[config.mk]
export PLATFORM = sky130hd
export DESIGN_NAME = usb3_link
export DESIGN_NICKNAME = d
export VERILOG_FILES = /design/src/usb3_link_pkg.sv /design/src/usb3_crc_cw.sv /design/src/usb3_lcmd_rx.sv /design/src/usb3_lcmd_track.sv /design/src/usb3_lcmd_tx.sv /design/src/usb3_link.sv
export SDC_FILE = /design/constraint.sdc
export NUM_CORES = 1
export LEC_CHECK = 0
export BUFFER_PORTS_ARGS = -buffer_cell sky130_fd_sc_hd__buf_2
export CORE_MARGIN = 1.5
export CORE_UTILIZATION = 45
export CTS_BUF_LIST = sky130_fd_sc_hd__clkbuf_8
export CTS_CLUSTER_DIAMETER = 100
export DETAILED_ROUTE_END_ITERATION = 16
export PLACE_DENSITY = 0.68
export SYNTH_ARGS = -nofsm -noshare
export SYNTH_HDL_FRONTEND = slang
export SYNTH_SLANG_ARGS = --single-unit
[constraint.sdc]
create_clock -name local_clk -period 5 [get_ports local_clk]
set_input_delay 1 -clock local_clk [delete_from_list [all_inputs] [get_ports local_clk]]
set_output_delay 1 -clock local_clk [all_outputs]
set_load 0.02 [all_outputs]
[src/usb3_link_pkg.sv]
package usb3_link_pkg;

	//////////////////////////////////////////////////
	// ltssm state codes
	//////////////////////////////////////////////////

	typedef logic [4:0] ltssm_t;

	// only the states the link-command path cares about
	localparam ltssm_t LT_POLLING_IDLE  = 5'd13;
	localparam ltssm_t LT_U0            = 5'd16;
	localparam ltssm_t LT_RECOVERY_IDLE = 5'd23;
	localparam ltssm_t LT_HOTRESET      = 5'd26;

	//////////////////////////////////////////////////
	// link command classes
	//////////////////////////////////////////////////

	// class and type bits of the command, top four bits of the word
	typedef logic [3:0] lcmd_class_t;

	localparam lcmd_class_t LGOOD = 4'b0000;
	localparam lcmd_class_t LCRD  = 4'b0001;
	localparam lcmd_class_t LRTY  = 4'b0010;
	localparam lcmd_class_t LBAD  = 4'b0011;
	localparam lcmd_class_t LGO_U = 4'b0100;
	localparam lcmd_class_t LAU   = 4'b0101;
	localparam lcmd_class_t LXU   = 4'b0110;
	localparam lcmd_class_t LPMA  = 4'b0111;
	localparam lcmd_class_t LUP   = 4'b1000;
	localparam lcmd_class_t LDN   = 4'b1011;
	// any other class value is undefined

	// sequence view, LGOOD_n and LGO_Un
	typedef struct packed {
		lcmd_class_t cls;
		logic [3:0]  spare;
		logic [2:0]  hdr_seq;
	} lcmd_seq_t;

	// credit view, LCRD_A..D
	typedef struct packed {
		lcmd_class_t cls;
		logic [4:0]  spare;
		logic [1:0]  cred_idx;
	} lcmd_cred_t;

	// one 11-bit command word, two readings
	typedef union packed {
		lcmd_seq_t  seq;
		lcmd_cred_t cred;
	} lcmd_word_u;

	//////////////////////////////////////////////////
	// lane and framing
	//////////////////////////////////////////////////

	// one 32-bit symbol beat with k-flags
	typedef struct packed {
		logic [31:0] data;
		logic [3:0]  datak;
		logic        active;
	} lcmd_beat_t;

	// link command ordered set, sent ahead of the command beat
	localparam logic [31:0] LCMD_FRAME_DATA = 32'hFEFEFEF7;
	localparam logic [3:0]  LCMD_FRAME_K    = 4'b1111;

	// crc-5 over the command, x^5 + x^2 + 1
	localparam logic [4:0] CRC5_POLY = 5'b00101;
	localparam logic [4:0] CRC5_SEED = 5'b11111;

	// remote header credits never exceed four
	localparam logic [2:0] CRED_MAX = 3'd4;

	// u0 entry advertisement, LGOOD_7 then LCRD_A..D
	localparam logic [2:0] ADV_HDR_SEQ = 3'd7;
	localparam logic [2:0] ADV_LAST    = 3'd4;

endpackage

[src/usb3_crc_cw.sv]
`timescale 1ns/10ps

module usb3_crc_cw (
	input  logic [10:0] data,
	output logic [4:0]  crc
);

	import usb3_link_pkg::*;

	logic [4:0] lfsr;
	logic       fb;

	// serial crc unrolled over all eleven bits
	always_comb begin
		lfsr = CRC5_SEED;
		fb = 1'b0;
		// bit 0 goes out on the wire first
		for (int i = 0; i < 11; i++) begin
			fb = data[i] ^ lfsr[4];
			lfsr = {lfsr[3:0], 1'b0};
			if (fb) begin
				lfsr = lfsr ^ CRC5_POLY;
			end
		end
		// remainder sent inverted
		crc = ~lfsr;
	end

endmodule

[src/usb3_lcmd_rx.sv]
`timescale 1ns/10ps

module usb3_lcmd_rx (
	input  logic                     local_clk,
	input  logic                     reset_n,
	input  usb3_link_pkg::lcmd_beat_t in_beat,
	output usb3_link_pkg::lcmd_word_u rx_cmd,
	output logic                     rx_cmd_valid,
	output logic                     err_lcmd_crc,
	output logic                     err_lcmd_undefined
);

	import usb3_link_pkg::*;

	typedef enum logic {
		RX_IDLE,
		RX_ARMED
	} rx_state_t;

	rx_state_t  state;
	logic       is_frame;
	// unswapped command beat and its strobe
	logic [31:0] cw;
	logic        cw_valid;
	lcmd_word_u  cw_cmd;
	logic [4:0]  crc_hi;
	logic [4:0]  crc_lo;
	logic        cw_good;
	logic        cls_defined;

	//////////////////////////////////////////////////
	// deframing
	//////////////////////////////////////////////////

	// FEFEFEF7 with all k-flags
	assign is_frame = in_beat.active &&
		(in_beat.data == LCMD_FRAME_DATA) &&
		(in_beat.datak == LCMD_FRAME_K);

	always_ff @(posedge local_clk) begin
		if (!reset_n) begin
			state <= RX_IDLE;
			cw_valid <= 1'b0;
		end else begin
			cw_valid <= 1'b0;
			case (state)
				RX_IDLE: begin
					if (is_frame) begin
						state <= RX_ARMED;
					end
				end
				RX_ARMED: begin
					// inactive beats are skipped, stay armed
					if (in_beat.active) begin
						cw_valid <= 1'b1;
						state <= RX_IDLE;
					end
				end
				default: state <= RX_IDLE;
			endcase
		end
	end

	// byte swap inside each 16-bit half
	always_ff @(posedge local_clk) begin
		if (state == RX_ARMED && in_beat.active) begin
			cw <= {in_beat.data[23:16], in_beat.data[31:24],
				in_beat.data[7:0], in_beat.data[15:8]};
		end
	end

	//////////////////////////////////////////////////
	// checking and classification
	//////////////////////////////////////////////////

	assign cw_cmd = cw[10:0];

	// one checker per copy
	usb3_crc_cw crc_hi0 (
		.data (cw[26:16]),
		.crc  (crc_hi)
	);

	usb3_crc_cw crc_lo0 (
		.data (cw[10:0]),
		.crc  (crc_lo)
	);

	// both copies equal, both crc fields right
	assign cw_good = (cw[26:16] == cw[10:0]) &&
		(crc_hi == cw[31:27]) &&
		(crc_lo == cw[15:11]);

	always_comb begin
		case (cw_cmd.seq.cls)
			LGOOD, LCRD, LRTY, LBAD,
			LGO_U, LAU, LXU, LPMA,
			LUP, LDN: cls_defined = 1'b1;
			default:  cls_defined = 1'b0;
		endcase
	end

	// at most one of the three pulses per word
	always_ff @(posedge local_clk) begin
		if (!reset_n) begin
			rx_cmd_valid <= 1'b0;
			err_lcmd_crc <= 1'b0;
			err_lcmd_undefined <= 1'b0;
		end else begin
			rx_cmd_valid <= cw_valid && cw_good && cls_defined;
			err_lcmd_crc <= cw_valid && !cw_good;
			err_lcmd_undefined <= cw_valid && cw_good && !cls_defined;
		end
	end

	// command only loaded when it passes
	always_ff @(posedge local_clk) begin
		if (cw_valid && cw_good && cls_defined) begin
			rx_cmd <= cw_cmd;
		end
	end

endmodule

[src/usb3_lcmd_track.sv]
`timescale 1ns/10ps

module usb3_lcmd_track (
	input  logic                      local_clk,
	input  logic                      reset_n,
	input  usb3_link_pkg::ltssm_t     ltssm_state,
	input  usb3_link_pkg::lcmd_word_u rx_cmd,
	input  logic                      rx_cmd_valid,
	output usb3_link_pkg::lcmd_word_u adv_cmd,
	output logic                      adv_valid,
	input  logic                      adv_ready,
	output logic [2:0]                remote_credits,
	output logic [2:0]                ack_hdr_seq,
	output logic                      err_cred_order
);

	import usb3_link_pkg::*;

	ltssm_t     ltssm_last;
	logic       u0_entry;
	logic       lose_state;
	logic       in_u0;
	// next LCRD index expected from the far end
	logic [1:0] exp_cred_idx;
	// advertisement step, 0 is LGOOD, 1..4 are LCRD_A..D
	logic [2:0] adv_idx;

	//////////////////////////////////////////////////
	// ltssm watch
	//////////////////////////////////////////////////

	assign in_u0 = (ltssm_state == LT_U0);
	// first cycle in U0, ltssm_last still holds the old state
	assign u0_entry = in_u0 && (ltssm_last != LT_U0);
	// fresh link, sequence state is lost too
	assign lose_state = (ltssm_last == LT_POLLING_IDLE) ||
		(ltssm_last == LT_HOTRESET);

	always_ff @(posedge local_clk) begin
		if (!reset_n) begin
			ltssm_last <= LT_POLLING_IDLE;
		end else begin
			ltssm_last <= ltssm_state;
		end
	end

	//////////////////////////////////////////////////
	// advertisement sequencer
	//////////////////////////////////////////////////

	always_ff @(posedge local_clk) begin
		if (!reset_n) begin
			adv_valid <= 1'b0;
			adv_idx <= 3'd0;
		end else if (u0_entry) begin
			// restart from LGOOD on every entry
			adv_valid <= 1'b1;
			adv_idx <= 3'd0;
		end else if (adv_valid && adv_ready) begin
			if (adv_idx == ADV_LAST) begin
				adv_valid <= 1'b0;
			end else begin
				adv_idx <= adv_idx + 3'd1;
			end
		end
	end

	// command follows the step, stable while valid waits
	always_comb begin
		adv_cmd = '0;
		if (adv_idx == 3'd0) begin
			adv_cmd.seq.cls = LGOOD;
			adv_cmd.seq.hdr_seq = ADV_HDR_SEQ;
		end else begin
			adv_cmd.cred.cls = LCRD;
			adv_cmd.cred.cred_idx = 2'(adv_idx - 3'd1);
		end
	end

	//////////////////////////////////////////////////
	// received command accounting
	//////////////////////////////////////////////////

	always_ff @(posedge local_clk) begin
		if (!reset_n) begin
			remote_credits <= 3'd0;
			ack_hdr_seq <= 3'd0;
			exp_cred_idx <= 2'd0;
			err_cred_order <= 1'b0;
		end else begin
			err_cred_order <= 1'b0;
			if (u0_entry) begin
				// credits always restart at A
				remote_credits <= 3'd0;
				exp_cred_idx <= 2'd0;
				if (lose_state) begin
					ack_hdr_seq <= 3'd0;
				end
			end else if (rx_cmd_valid && in_u0) begin
				case (rx_cmd.seq.cls)
					LGOOD: begin
						// wraps mod 8 in three bits
						ack_hdr_seq <= rx_cmd.seq.hdr_seq + 3'd1;
					end
					LCRD: begin
						if (rx_cmd.cred.cred_idx == exp_cred_idx) begin
							exp_cred_idx <= exp_cred_idx + 2'd1;
							if (remote_credits < CRED_MAX) begin
								remote_credits <= remote_credits + 3'd1;
							end
						end else begin
							// out of order, nothing counted
							err_cred_order <= 1'b1;
						end
					end
					// power commands pass through untouched
					default: ;
				endcase
			end
		end
	end

endmodule

[src/usb3_lcmd_tx.sv]
`timescale 1ns/10ps

module usb3_lcmd_tx (
	input  logic                      local_clk,
	input  logic                      reset_n,
	input  usb3_link_pkg::lcmd_word_u adv_cmd,
	input  logic                      adv_valid,
	output logic                      adv_ready,
	input  usb3_link_pkg::lcmd_word_u user_cmd,
	input  logic                      user_valid,
	output logic                      user_ready,
	output usb3_link_pkg::lcmd_beat_t out_beat,
	input  logic                      out_stall
);

	import usb3_link_pkg::*;

	// state names the beat now on out_beat
	typedef enum logic [1:0] {
		TX_IDLE,
		TX_FRAME,
		TX_CMD
	} tx_state_t;

	tx_state_t  state;
	tx_state_t  state_nxt;
	lcmd_beat_t beat_nxt;
	logic       slot_q;
	logic       slot_open;
	logic       accept;
	lcmd_word_u cmd_q;
	logic [4:0] cmd_crc;
	logic [15:0] half;

	//////////////////////////////////////////////////
	// arbitration
	//////////////////////////////////////////////////

	// no new command while framing is out or lane stalled
	assign slot_open = slot_q && !out_stall;
	assign adv_ready = slot_open;
	// advertisement wins
	assign user_ready = slot_open && !adv_valid;
	assign accept = slot_open && (adv_valid || user_valid);

	usb3_crc_cw crc0 (
		.data (cmd_q),
		.crc  (cmd_crc)
	);

	// {crc, cmd} with its two bytes swapped
	assign half = {cmd_q[7:0], cmd_crc, cmd_q[10:8]};

	//////////////////////////////////////////////////
	// beat writer
	//////////////////////////////////////////////////

	always_comb begin
		state_nxt = state;
		beat_nxt = out_beat;
		// stall freezes everything
		if (!out_stall) begin
			case (state)
				TX_FRAME: begin
					state_nxt = TX_CMD;
					beat_nxt = '{data: {half, half}, datak: 4'b0000, active: 1'b1};
				end
				default: begin
					if (accept) begin
						state_nxt = TX_FRAME;
						beat_nxt = '{data: LCMD_FRAME_DATA, datak: LCMD_FRAME_K,
							active: 1'b1};
					end else begin
						state_nxt = TX_IDLE;
						beat_nxt = '{data: 32'h0, datak: 4'b0000, active: 1'b0};
					end
				end
			endcase
		end
	end

	always_ff @(posedge local_clk) begin
		if (!reset_n) begin
			state <= TX_IDLE;
			slot_q <= 1'b0;
			out_beat.active <= 1'b0;
		end else begin
			state <= state_nxt;
			// ready again once the command beat is going out
			slot_q <= (state_nxt != TX_FRAME);
			out_beat <= beat_nxt;
		end
	end

	always_ff @(posedge local_clk) begin
		if (accept) begin
			cmd_q <= adv_valid ? adv_cmd : user_cmd;
		end
	end

endmodule

[src/usb3_link.sv]
`timescale 1ns/10ps

module usb3_link (
	input  logic                      local_clk,
	input  logic                      reset_n,
	input  usb3_link_pkg::ltssm_t     ltssm_state,
	input  usb3_link_pkg::lcmd_beat_t in_beat,
	output usb3_link_pkg::lcmd_beat_t out_beat,
	input  logic                      out_stall,
	input  usb3_link_pkg::lcmd_word_u user_cmd,
	input  logic                      user_valid,
	output logic                      user_ready,
	output usb3_link_pkg::lcmd_word_u rx_cmd,
	output logic                      rx_cmd_valid,
	output logic [2:0]                remote_credits,
	output logic [2:0]                ack_hdr_seq,
	output logic                      err_lcmd_crc,
	output logic                      err_lcmd_undefined,
	output logic                      err_cred_order
);

	// advertisement handshake, track to tx
	usb3_link_pkg::lcmd_word_u adv_cmd;
	logic                      adv_valid;
	logic                      adv_ready;

	// receive side, no back-pressure
	usb3_lcmd_rx rx0 (
		.local_clk          (local_clk),
		.reset_n            (reset_n),
		.in_beat            (in_beat),
		.rx_cmd             (rx_cmd),
		.rx_cmd_valid       (rx_cmd_valid),
		.err_lcmd_crc       (err_lcmd_crc),
		.err_lcmd_undefined (err_lcmd_undefined)
	);

	// credits, sequence and u0 entry
	usb3_lcmd_track track0 (
		.local_clk      (local_clk),
		.reset_n        (reset_n),
		.ltssm_state    (ltssm_state),
		.rx_cmd         (rx_cmd),
		.rx_cmd_valid   (rx_cmd_valid),
		.adv_cmd        (adv_cmd),
		.adv_valid      (adv_valid),
		.adv_ready      (adv_ready),
		.remote_credits (remote_credits),
		.ack_hdr_seq    (ack_hdr_seq),
		.err_cred_order (err_cred_order)
	);

	// framing writer onto the lane
	usb3_lcmd_tx tx0 (
		.local_clk  (local_clk),
		.reset_n    (reset_n),
		.adv_cmd    (adv_cmd),
		.adv_valid  (adv_valid),
		.adv_ready  (adv_ready),
		.user_cmd   (user_cmd),
		.user_valid (user_valid),
		.user_ready (user_ready),
		.out_beat   (out_beat),
		.out_stall  (out_stall)
	);

endmodule

=== Word level (Yosys, flattened, before mapping) ===
Memories as Yosys holds them, arrays and structs flattened. A register that Yosys moved wholly into a read port is not among the register bits.
Index checks and enable logic that the tools add are counted.
W data, S select, Z words.

* Bitwise logic cells: 69
* Reductions and logical operators: 36
* Add/subtract/negate cells: 5
* Order comparisons: 1
* Multiplexer cells: 55
* Equal/unequal tests: 15

{| class="wikitable"
|+ Operator list
! operator !! number
|-
| $mux W3 || 37
|-
| $mux W37 || 2
|-
| $not A2 Y2 || 30
|-
| $eq A32 B32 Y1 const B || 1
|-
| $xor A1 B1 Y1 || 24
|-
| $logic_and A1 B1 Y1 || 15
|-
| $not A5 Y5 || 3
|-
| $eq A11 B11 Y1 || 1
|-
| $mux W11 || 1
|-
| $eq A5 B5 Y1 || 2
|-
| $eq A5 B5 Y1 const B || 2
|-
| $mux W1 || 10
|-
| $add A3 B1 Y3 const B || 3
|-
| $reduce_and A2 Y1 || 4
|-
| $reduce_bool A2 Y1 || 4
|-
| $mux W2 || 3
|-
| $not A1 Y1 || 6
|-
| $reduce_and A3 Y1 || 2
|-
| $xor A1 B1 Y1 const B || 6
|-
| $eq A5 B4 Y1 const B || 1
|-
| $ne A5 B5 Y1 const B || 1
|-
| $eq A4 B1 Y1 const B || 1
|-
| $eq A4 B4 Y1 const B || 1
|-
| $logic_not A1 Y1 || 4
|-
| other kinds (16) || 17
|}

* Memories kept: 1
* Logic and storage cells: 203
* Input port bits: 57
* Bits in read-only memories: 16
* Output and inout bits: 59
* Register bits: 117

{| class="wikitable"
|+ Memory list
! memory !! words !! bits a word !! read ports !! clocked after memory_dff !! write ports !! RTL line !! RTL
|-
| (name not given) || 16 || 1 || 1 || 1 || 0 || usb3_lcmd_rx.sv:95 || <nowiki>case (cw_cmd.seq.cls)</nowiki>
|}

=== Longest topological paths before layout ===
Gate-level depths: netlist of run 1.

* Depth in word-level cells: 27
* Mapped depth: 8
* Mapped depth without buffers: 7

=== Cells and area by module ===
From an unflattened synthesis of run 1, not the netlist that was laid out.

* Cell total of the unflattened synthesis: 361
* Area total of the unflattened synthesis: 4888.4 um^2

{| class="wikitable"
|+ Modules (own cells, without submodules)
! module !! times used !! cells an instance !! seq. area each (um^2) !! area each (um^2)
|-
| usb3_lcmd_rx || 1 || 108 || 1411.4 || 1838.0
|-
| usb3_lcmd_tx || 1 || 100 || 980.9 || 1520.2
|-
| usb3_lcmd_track || 1 || 102 || 360.3 || 933.4
|-
| usb3_crc_cw || 3 || 17 || 0.0 || 198.9
|}

=== Worst setup path before layout of run 1 ===
No wires, ideal clock.

* Kind: register -> register
* Start point: reg rx0.cw[2]
* End point: reg rx0.rx_cmd[0] in the netlist's numbering, enable pin
* Buffers on the path: 0
* Required time: 4622 ps
* Data arrival time: 2742 ps
* Setup slack: 1880 ps
* Stages on the path, launching flop included: 7
* Setup time: 378 ps
* Period minus slack after synthesis: 3120 ps
* Cell sequence: edfxtp_1 > xnor2_4 > xnor3_1 > or3_1 > a2111o_1 > a221o_1 > nor2_1

* Longest elaborated chain between the ends: 15
* Elaborated cells between the ends (all ways): 25
* Classes of those cells: eq/ne (2); mux (9); bitwise (10); reduce/logical (4)

{| class="wikitable"
|+ RTL lines
! element !! RTL line !! RTL
|-
| start, declared || usb3_lcmd_rx.sv:23 || <nowiki>logic [31:0] cw;</nowiki>
|-
| start signal, assigned || usb3_lcmd_rx.sv:67 || <nowiki>cw <= {in_beat.data[23:16], in_beat.data[31:24],</nowiki>
|-
| $xor A1 B1 Y1 || usb3_crc_cw.sv:19 || <nowiki>fb = data[i] ^ lfsr[4];</nowiki>
|-
| $mux W3 (2 in series) || usb3_crc_cw.sv:21 || <nowiki>if (fb) begin</nowiki>
|-
| $not A2 Y2 (no line) || - ||
|-
| $mux W3 || usb3_crc_cw.sv:21 ||
|-
| $xor A1 B1 Y1 || usb3_crc_cw.sv:19 ||
|-
| $mux W3 (2 in series) || usb3_crc_cw.sv:21 ||
|-
| $not A2 Y2 (no line) || - ||
|-
| $mux W3 || usb3_crc_cw.sv:21 ||
|-
| $not A5 Y5 || usb3_crc_cw.sv:26 || <nowiki>crc = ~lfsr;</nowiki>
|-
| $eq A5 B5 Y1 || usb3_lcmd_rx.sv:92 || <nowiki>(crc_lo == cw[15:11]);</nowiki>
|-
| $logic_and A1 B1 Y1 * || usb3_lcmd_rx.sv:91 || <nowiki>(crc_hi == cw[31:27]) &&</nowiki>
|-
| $logic_and A1 B1 Y1 * (2 in series) || usb3_lcmd_rx.sv:118 || <nowiki>if (cw_valid && cw_good && cls_defined) begin</nowiki>
|-
| end signal, assigned || usb3_lcmd_rx.sv:119 || <nowiki>rx_cmd <= cw_cmd;</nowiki>
|-
| end, declared || usb3_lcmd_rx.sv:7 || <nowiki>output usb3_link_pkg::lcmd_word_u rx_cmd,</nowiki>
|}

Every way passes the cells marked *; elsewhere a longest branch is shown, timed or not.
A chain may end at the register's enable or synchronous reset.

=== Worst setup path after layout of run 1 ===
* Start point: reg rx0.cw[2]
* End point: reg rx0.rx_cmd[7] in the netlist's numbering, enable pin

The elaborated chain is that of the path after synthesis.

==> results of run 1 <==
cell type report:
class	instances	area, sq um
fill	852	4437
sequential	101	2753
multi-input combinational	232	1689
timing repair buffer	117	590.6
tap	133	166.4
clock buffer	9	123.9
clock inverter	7	90.09
inverter	4	15.01
state kept, by name, summed over array words and instances, names as in the netlist, 2 cells and up:
register               cells
rx0.cw                    32
track0.ltssm_last          5
track0.remote_credits      3
track0.adv_idx             3
tx0.out_beat              20
tx0.state                  2
track0.exp_cred_idx        2
track0.ack_hdr_seq         3
rx0.rx_cmd                11
tx0.cmd_q                 11
layout by cell type, fill, tap and decap left out, types with 5 or more instances in the layout:
cell type,n
inv_1,5
and2_1,7
a21o_1,9
edfxtp_1,73
nor4_1,5
nand4_1,9
o21ai_0,7
nand3_1,11
nor2_1,24
dfxtp_1,28
nand2b_1,7
xor2_1,21
xnor2_1,49
clkbuf_8,9
a21oi_1,6
buf_2,115
nor2b_1,16
mux2i_1,6
nand2_1,10
nor3_1,7
power by group through the flow:
stage | Sequential, mW | Combinational (mW) | Clock [mW]
3_5_place_dp | 0.937 | 0.109 | 0
3_3_place_gp | 0.937 | 0.108 | 0
2_1_floorplan | 0.946 | 0.0616 | 0
6_report | 0.918 | 0.109 | 0.553
5_1_grt | 0.920 | 0.119 | 0.597
4_1_cts | 0.918 | 0.110 | 0.568
worst min-delay path by stage:
stage | to | slack, ps | depth (start not counted)
finish | rx0.err_lcmd_undefined$_SDFF_PN0_ | 460 | 1
floorplan | rx0.err_lcmd_undefined$_SDFF_PN0_ | 430 | 1
detailed placement | rx0.err_lcmd_undefined$_SDFF_PN0_ | 450 | 1
global placement | rx0.err_lcmd_undefined$_SDFF_PN0_ | 440 | 1
global route | rx0.err_lcmd_undefined$_SDFF_PN0_ | 480 | 1
CTS | rx0.err_lcmd_undefined$_SDFF_PN0_ | 460 | 1
metal layers:
| layer | wire, um | track usage [%] | vias to the layer above |
|---|---|---|---|
| li1 | - | - | 1487 |
| met1 | 3615 | 19.18 | 1375 |
| met2 | 4311 | 27.77 | 112 |
| met3 | 408 | 2.569 | 20 |
| met4 | 213 | 8.929 | 0 |
| met5 | 0 | 0 | - |
per-stage QoR:
| stage | cell area [sq um] | utilization, % |
|---|---|---|
| CTS | 5428 | 55.02 |
| floorplan | 4614 | - |
| finish | 5428 | 55.02 |
| global route | 5428 | 55.02 |
| detailed placement | 5214 | 52.85 |
| global placement | 5214 | 52.85 |
kinds of logic (layout without fill, tap and decap cells):
kind of cell | after synthesis | count (layout) | synth area share, %
buffers and inverters | 29 | 137 | 3.742
XOR/XNOR | 74 | 74 | 15.35
AND/OR/NAND/NOR | 107 | 107 | 12.55
AO/OA/AOI/OAI | 40 | 40 | 6.074
flip-flops | 101 | 101 | 59.65
adder cells (fa/ha/maj) | 4 | 4 | 1.085
multiplexers | 7 | 7 | 1.546
critical path: stages, from the launching register on:
cell and delay [ps]:
edfxtp_1 530, xnor2_4 290, xnor3_1 410, or3_1 390, a2111o_1 370, a221o_1 390
nor2_1 710
==> summary.md, run 1 <==
| Metric | Value |
|---|---|
| Setup crit end kind | `flop` |
| CP arrival | `approximately 3500 ps` |
| Worst-path maximum fanout | `11` |
| Tot GR Track Use | `between 15 and 20%` |
| # port buffers | `about 120` |
| DP Wirelength | `6587 um` |
| Seq pwr share | `approximately 58%` |
| Area Growth Syn to Fin | `17.62%` |
| Yosys warning total | `0` |
| Max rail drop VDD | `between 150 and 200 uV` |
| Cell-internal power | `between 1 and 1.5 mW` |
| Pre-CTS setup slack | `around 1500 ps` |
| Largest net degree at the start of global routing | `35` |
| Mapped Nets | `around 420` |
| Hold-fix buffers, CTS | `0` |
| RSZ-0062 raised after global routing | `no` |
| Final setup vio count | `0` |
| Post-CTS sizing | `0` |
| Antenna Cells | `0` |
| P_sw | `0.3417 mW` |
| R2R setup slack | `roughly 1500 ps` |
| Critical path launch point type | `flop` |
| Worst Hold Class | `reg2reg` |
| FF-to-FF path depth | `6` |
| Number of synthesized flops with an enable pin | `73` |
| Power per cell area | `291.1 nW/um^2` |
| Root Buffer | `clkbuf_8` |
| Syn Inst Count | `roughly 360` |
| Least-Margin Pin Slew | `982.4 ps` |
| Worst path required time | `between 4000 and 5000 ps` |
| Synth area leader | `edfxtp_1` |
| Post-synthesis cell type count | `44` |
| Post-synthesis register bit count | `around 100` |
| Ports | `~120` |
| Chip width | `roughly 100 um` |
| Worst hold margin | `around 460 ps` |
| Share of cells above drive strength 1 | `between 20% and 30%` |
| Chip height | `between 100 and 150 um` |
| Mapped cell area | `around 4600 sq um` |
| Max-capacitance violation count | `0` |
| Dominant cells by area after synthesis | `edfxtp_1, dfxtp_1, xnor2_1` |
| Initial Utilization | `46.78%` |
| Remaining global-route overflow | `0` |
| Register area share after synthesis | `between 50% and 60%` |
| Crit path kind | `reg2reg` |
| Status | `completed` |
| Static Leakage | `roughly 2.1 nW` |
| Tmin final | `between 3000 and 4000 ps` |
| Critical path destination | `rx0.rx_cmd[7]$_DFFE_PP_` |
| Fin Setup TNS | `0 ps` |
| Die Area | `~11,000 sq um` |
| First-pass GRT wire length | `between 10,000 and 15,000 um` |
| Hold Crit Start | `rx0.cls_defined$_SDFF_PN1_` |
| Via density | `approximately 5.0` |
| Fin cells | `about 600` |
| Worst reg2reg endpoint | `rx0.rx_cmd[7]$_DFFE_PP_` |
| Pins over their slew limit | `0` |
| CTS tree | `done` |
| Max Buffers Root-to-Sink | `2` |
| Final WS setup | `~1500 ps` |
| Residual DRC | `0` |
| GP Congestion | `0.8845` |
| DRT iter0 DRCs | `90` |
| Total CTS buffers | `9` |
| H-tree depth | `3` |
| Initial antenna violation count | `0` |
| Critical path launch point | `rx0.cw[2]$_DFFE_PP_` |
| Clock power frac | `about a third` |
| Clock Skews | `around 11 ps` |
| Top FF cell, synth | `edfxtp_1` |
| Power after layout | `1.580 mW` |
| Post-route ant nets | `0` |
| Worst r2r src | `rx0.cw[2]$_DFFE_PP_` |
| Drt wl/cell | `about 14 um` |
| Period utilisation layout | `69.47%` |
| Post-CTS Setup Bufs | `0` |
| Clk sink count | `101` |
| Async SR Flop Fraction | `0%` |
| Cell row count | `36` |
| Placed cells | `between 500 and 600` |
| Switching Share | `around 22%` |
| Mean Syn Cell Area | `between 10 and 15 sq um` |
| Most numerous cell in the Yosys netlist | `edfxtp_1` |
| Core footprint | `just under 10,000 sq um` |
| Slew HR | `roughly 34%` |
| Comb pwr share | `just under 7%` |
| Fmax achieved | `between 200 and 300 MHz` |
| Worst-Skew Late Latency | `370 ps` |
| Final Hold Violating Endpoints | `0` |
| NumNets Final | `between 500 and 600` |
| Synth top area share | `a little under half` |
| Clock-pin slew on the worst setup and hold paths | `roughly 100 ps` |
| Routed vias | `roughly 3,000` |
| Drt first pass iters | `4` |
| Most frequent cells after synthesis | `edfxtp_1, xnor2_1, dfxtp_1, nor2_1, xor2_1` |
| Vias in the first global route | `2,849` |
| Drt total wl | `between 8000 and 9000 um` |
No activity file was read; power rests on OpenSTA's default activity.
==> run 2, diff against run 1 <==
==> constraint.sdc (replaced) <==
create_clock -name local_clk -period 3.6 [get_ports local_clk]
set_input_delay 0.72 -clock local_clk [delete_from_list [all_inputs] [get_ports local_clk]]
set_output_delay 0.72 -clock local_clk [all_outputs]
set_load 0.02 [all_outputs]
==> run 2 against run 1 <==
Net effect: clock power rose by 43%; hold slack is essentially flat; first-iteration DRC count down 14%; core utilization increased by 0.33 points; via count rose by 1.7%; cell count increased by 0.50%.
==> summary.md, run 2 (synthesized netlist as in run 1, its figures left out) <==
| Metric | Value |
|---|---|
| Initial Utilization | `approximately 47%` |
| Antenna Cells | `0` |
| Total CTS buffers | `9` |
| Placed cell areas | `5236 sq um` |
| Worst Hold Class | `reg2reg` |
| Fmax achieved | `between 300 and 400 MHz` |
| Seq pwr share | `between 50% and 60%` |
| Comb pwr share | `approximately 7%` |
| Drt total wl | `8607 um` |
| Ports | `116` |
| Clock-pin slew on the worst setup and hold paths | `~100 ps` |
| Largest net degree at the start of global routing | `35` |
| Tot GR Track Use | `between 10% and 20%` |
| P_sw | `0.4803 mW` |
| Slew HR | `59.47%` |
| Pins over their slew limit | `0` |
| Crit path kind | `reg2reg` |
| Drt wl/cell | `roughly 14 um` |
| Clock power frac | `approximately 36%` |
| Drt first pass iters | `5` |
| Period utilisation layout | `between 80% and 90%` |
| Residual DRC | `0` |
| Final WS setup | `slightly above 600 ps` |
| Max-capacitance violation count | `0` |
| Post-route ant nets | `0` |
| Clock Skews | `around 9.0 ps` |
| Share of cells above drive strength 1 | `between 20 and 30%` |
| Cell row count | `36` |
| Post-CTS Setup Bufs | `0` |
| Design area | `5460 sq um` |
| Worst-Skew Late Latency | `about 360 ps` |
| Clk sink count | `101` |
| Setup crit end kind | `flop` |
| Worst-path maximum fanout | `11` |
| Area Growth Syn to Fin | `18.33%` |
| CTS tree | `done` |
| Status | `completed` |
| DRT iter0 DRCs | `between 70 and 80` |
| Max FFs per register | `32` |
| Worst path required time | `between 3000 and 4000 ps` |
| Hold-fix buffers, CTS | `0` |
| First-pass GRT wire length | `between 10,000 and 15,000 um` |
| NumNets Final | `approximately 530` |
| Static Leakage | `between 2 and 2.5 nW` |
| Post-CTS sizing | `0` |
| DP Wirelength | `6642 um` |
| Largest regs | `rx0.cw: 32 flops, tx0.out_beat: 20 flops` |
| Power per cell area | `about 410 nW/um^2` |
| Vias in the first global route | `2,904` |
| # port buffers | `between 100 and 150` |
| Final setup vio count | `0` |
| Tmin final | `between 2000 and 3000 ps` |
| Switching Share | `~22%` |
| Remaining global-route overflow | `0` |
| Core footprint | `approximately 10000 sq um` |
| Critical path launch point type | `flop` |
| Commonest non-fill, non-tap cell in the layout | `buf_2` |
| Least-Margin Pin Slew | `602.4 ps` |
| Via density | `5.025` |
| Fin Setup TNS | `0 ps` |
| Cell-internal power | `1.742 mW` |
| Pre-CTS setup slack | `656.2 ps` |
| RSZ-0062 raised after global routing | `no` |
| Most frequent cells in the layout | `buf_2, edfxtp_1, xnor2_1` |
| Chip width | `about 100 um` |
| GP Congestion | `between 0.8 and 0.9` |
| Chip height | `roughly 100 um` |
| Fillers | `872` |
| Final Hold Violating Endpoints | `0` |
| CP arrival | `3060 ps` |
| Routed vias | `3,045` |
| Die Area | `10,870 sq um` |
| Most flops, register | `rx0.cw` |
| Root Buffer | `clkbuf_8` |
| Initial antenna violation count | `0` |
| H-tree depth | `3` |
| Max Buffers Root-to-Sink | `2` |
| Max rail drop VDD | `~210 uV` |
run 2: area by class of cell:
cell class	instances	area [sq um]	share of cell area, %
clock buffers	10	137.6	2.521
clock inverters	6	86.33	1.581
inverters	4	15.01	0.2750
multi-input cells	232	1689	30.93
flip-flops and latches	101	2753	50.41
well taps	133	166.4	3.048
repair buffers	120	613.1	11.23
run 2: critical path, cell delays in order, from the launching register on:
cell	delay, ps
edfxtp_1	530
xnor2_4	290
xnor3_1	400
or3_1	400
a2111o_1	390
a221o_1	380
nor2_1	120
buf_4	190
run 2: worst paths after layout:
check | from | endpoint | slack, ps | depth (start not counted)
min reg2reg | rx0.cls_defined$_SDFF_PN1_ | rx0.err_lcmd_undefined$_SDFF_PN0_ | 460 | 1
max reg2reg | rx0.cw[2]$_DFFE_PP_ | rx0.rx_cmd[1]$_DFFE_PP_ | 600 | 7
max | rx0.cw[2]$_DFFE_PP_ | rx0.rx_cmd[1]$_DFFE_PP_ | 600 | 7
min | rx0.cls_defined$_SDFF_PN1_ | rx0.err_lcmd_undefined$_SDFF_PN0_ | 460 | 1
run 2: power groups by stage:
stage	clock (mW)	sequential, mW	combinational, mW
CTS	0.811	1.28	0.156
global route	0.861	1.28	0.169
finish	0.793	1.27	0.155
global placement	0	1.30	0.152
floorplan	0	1.31	0.0855
detailed placement	0	1.30	0.155
run 2: layer usage:
metal	wire, um	vias to the layer above	share of wire [%]	track usage, %
li1	-	1487	-	-
met1	3589	1419	42	19.35
met2	4423	127	51	28.81
met3	476	12	5.5	4.073
met4	117	0	1.4	5.754
met5	0	-	0	0
run 2: stage by stage:
stage / util [%] / hold WS, ps / total power, mW / instances
finish: 55.35 / 458.7 / 2.222 / 606
global route: 55.35 / 479.6 / 2.308 / 606
CTS: 55.35 / 460.7 / 2.243 / 606
detailed placement: 53.08 / 446.7 / 1.457 / 590
global placement: 53.08 / 442.4 / 1.453 / 590
floorplan: - / 431.9 / 1.399 / 362
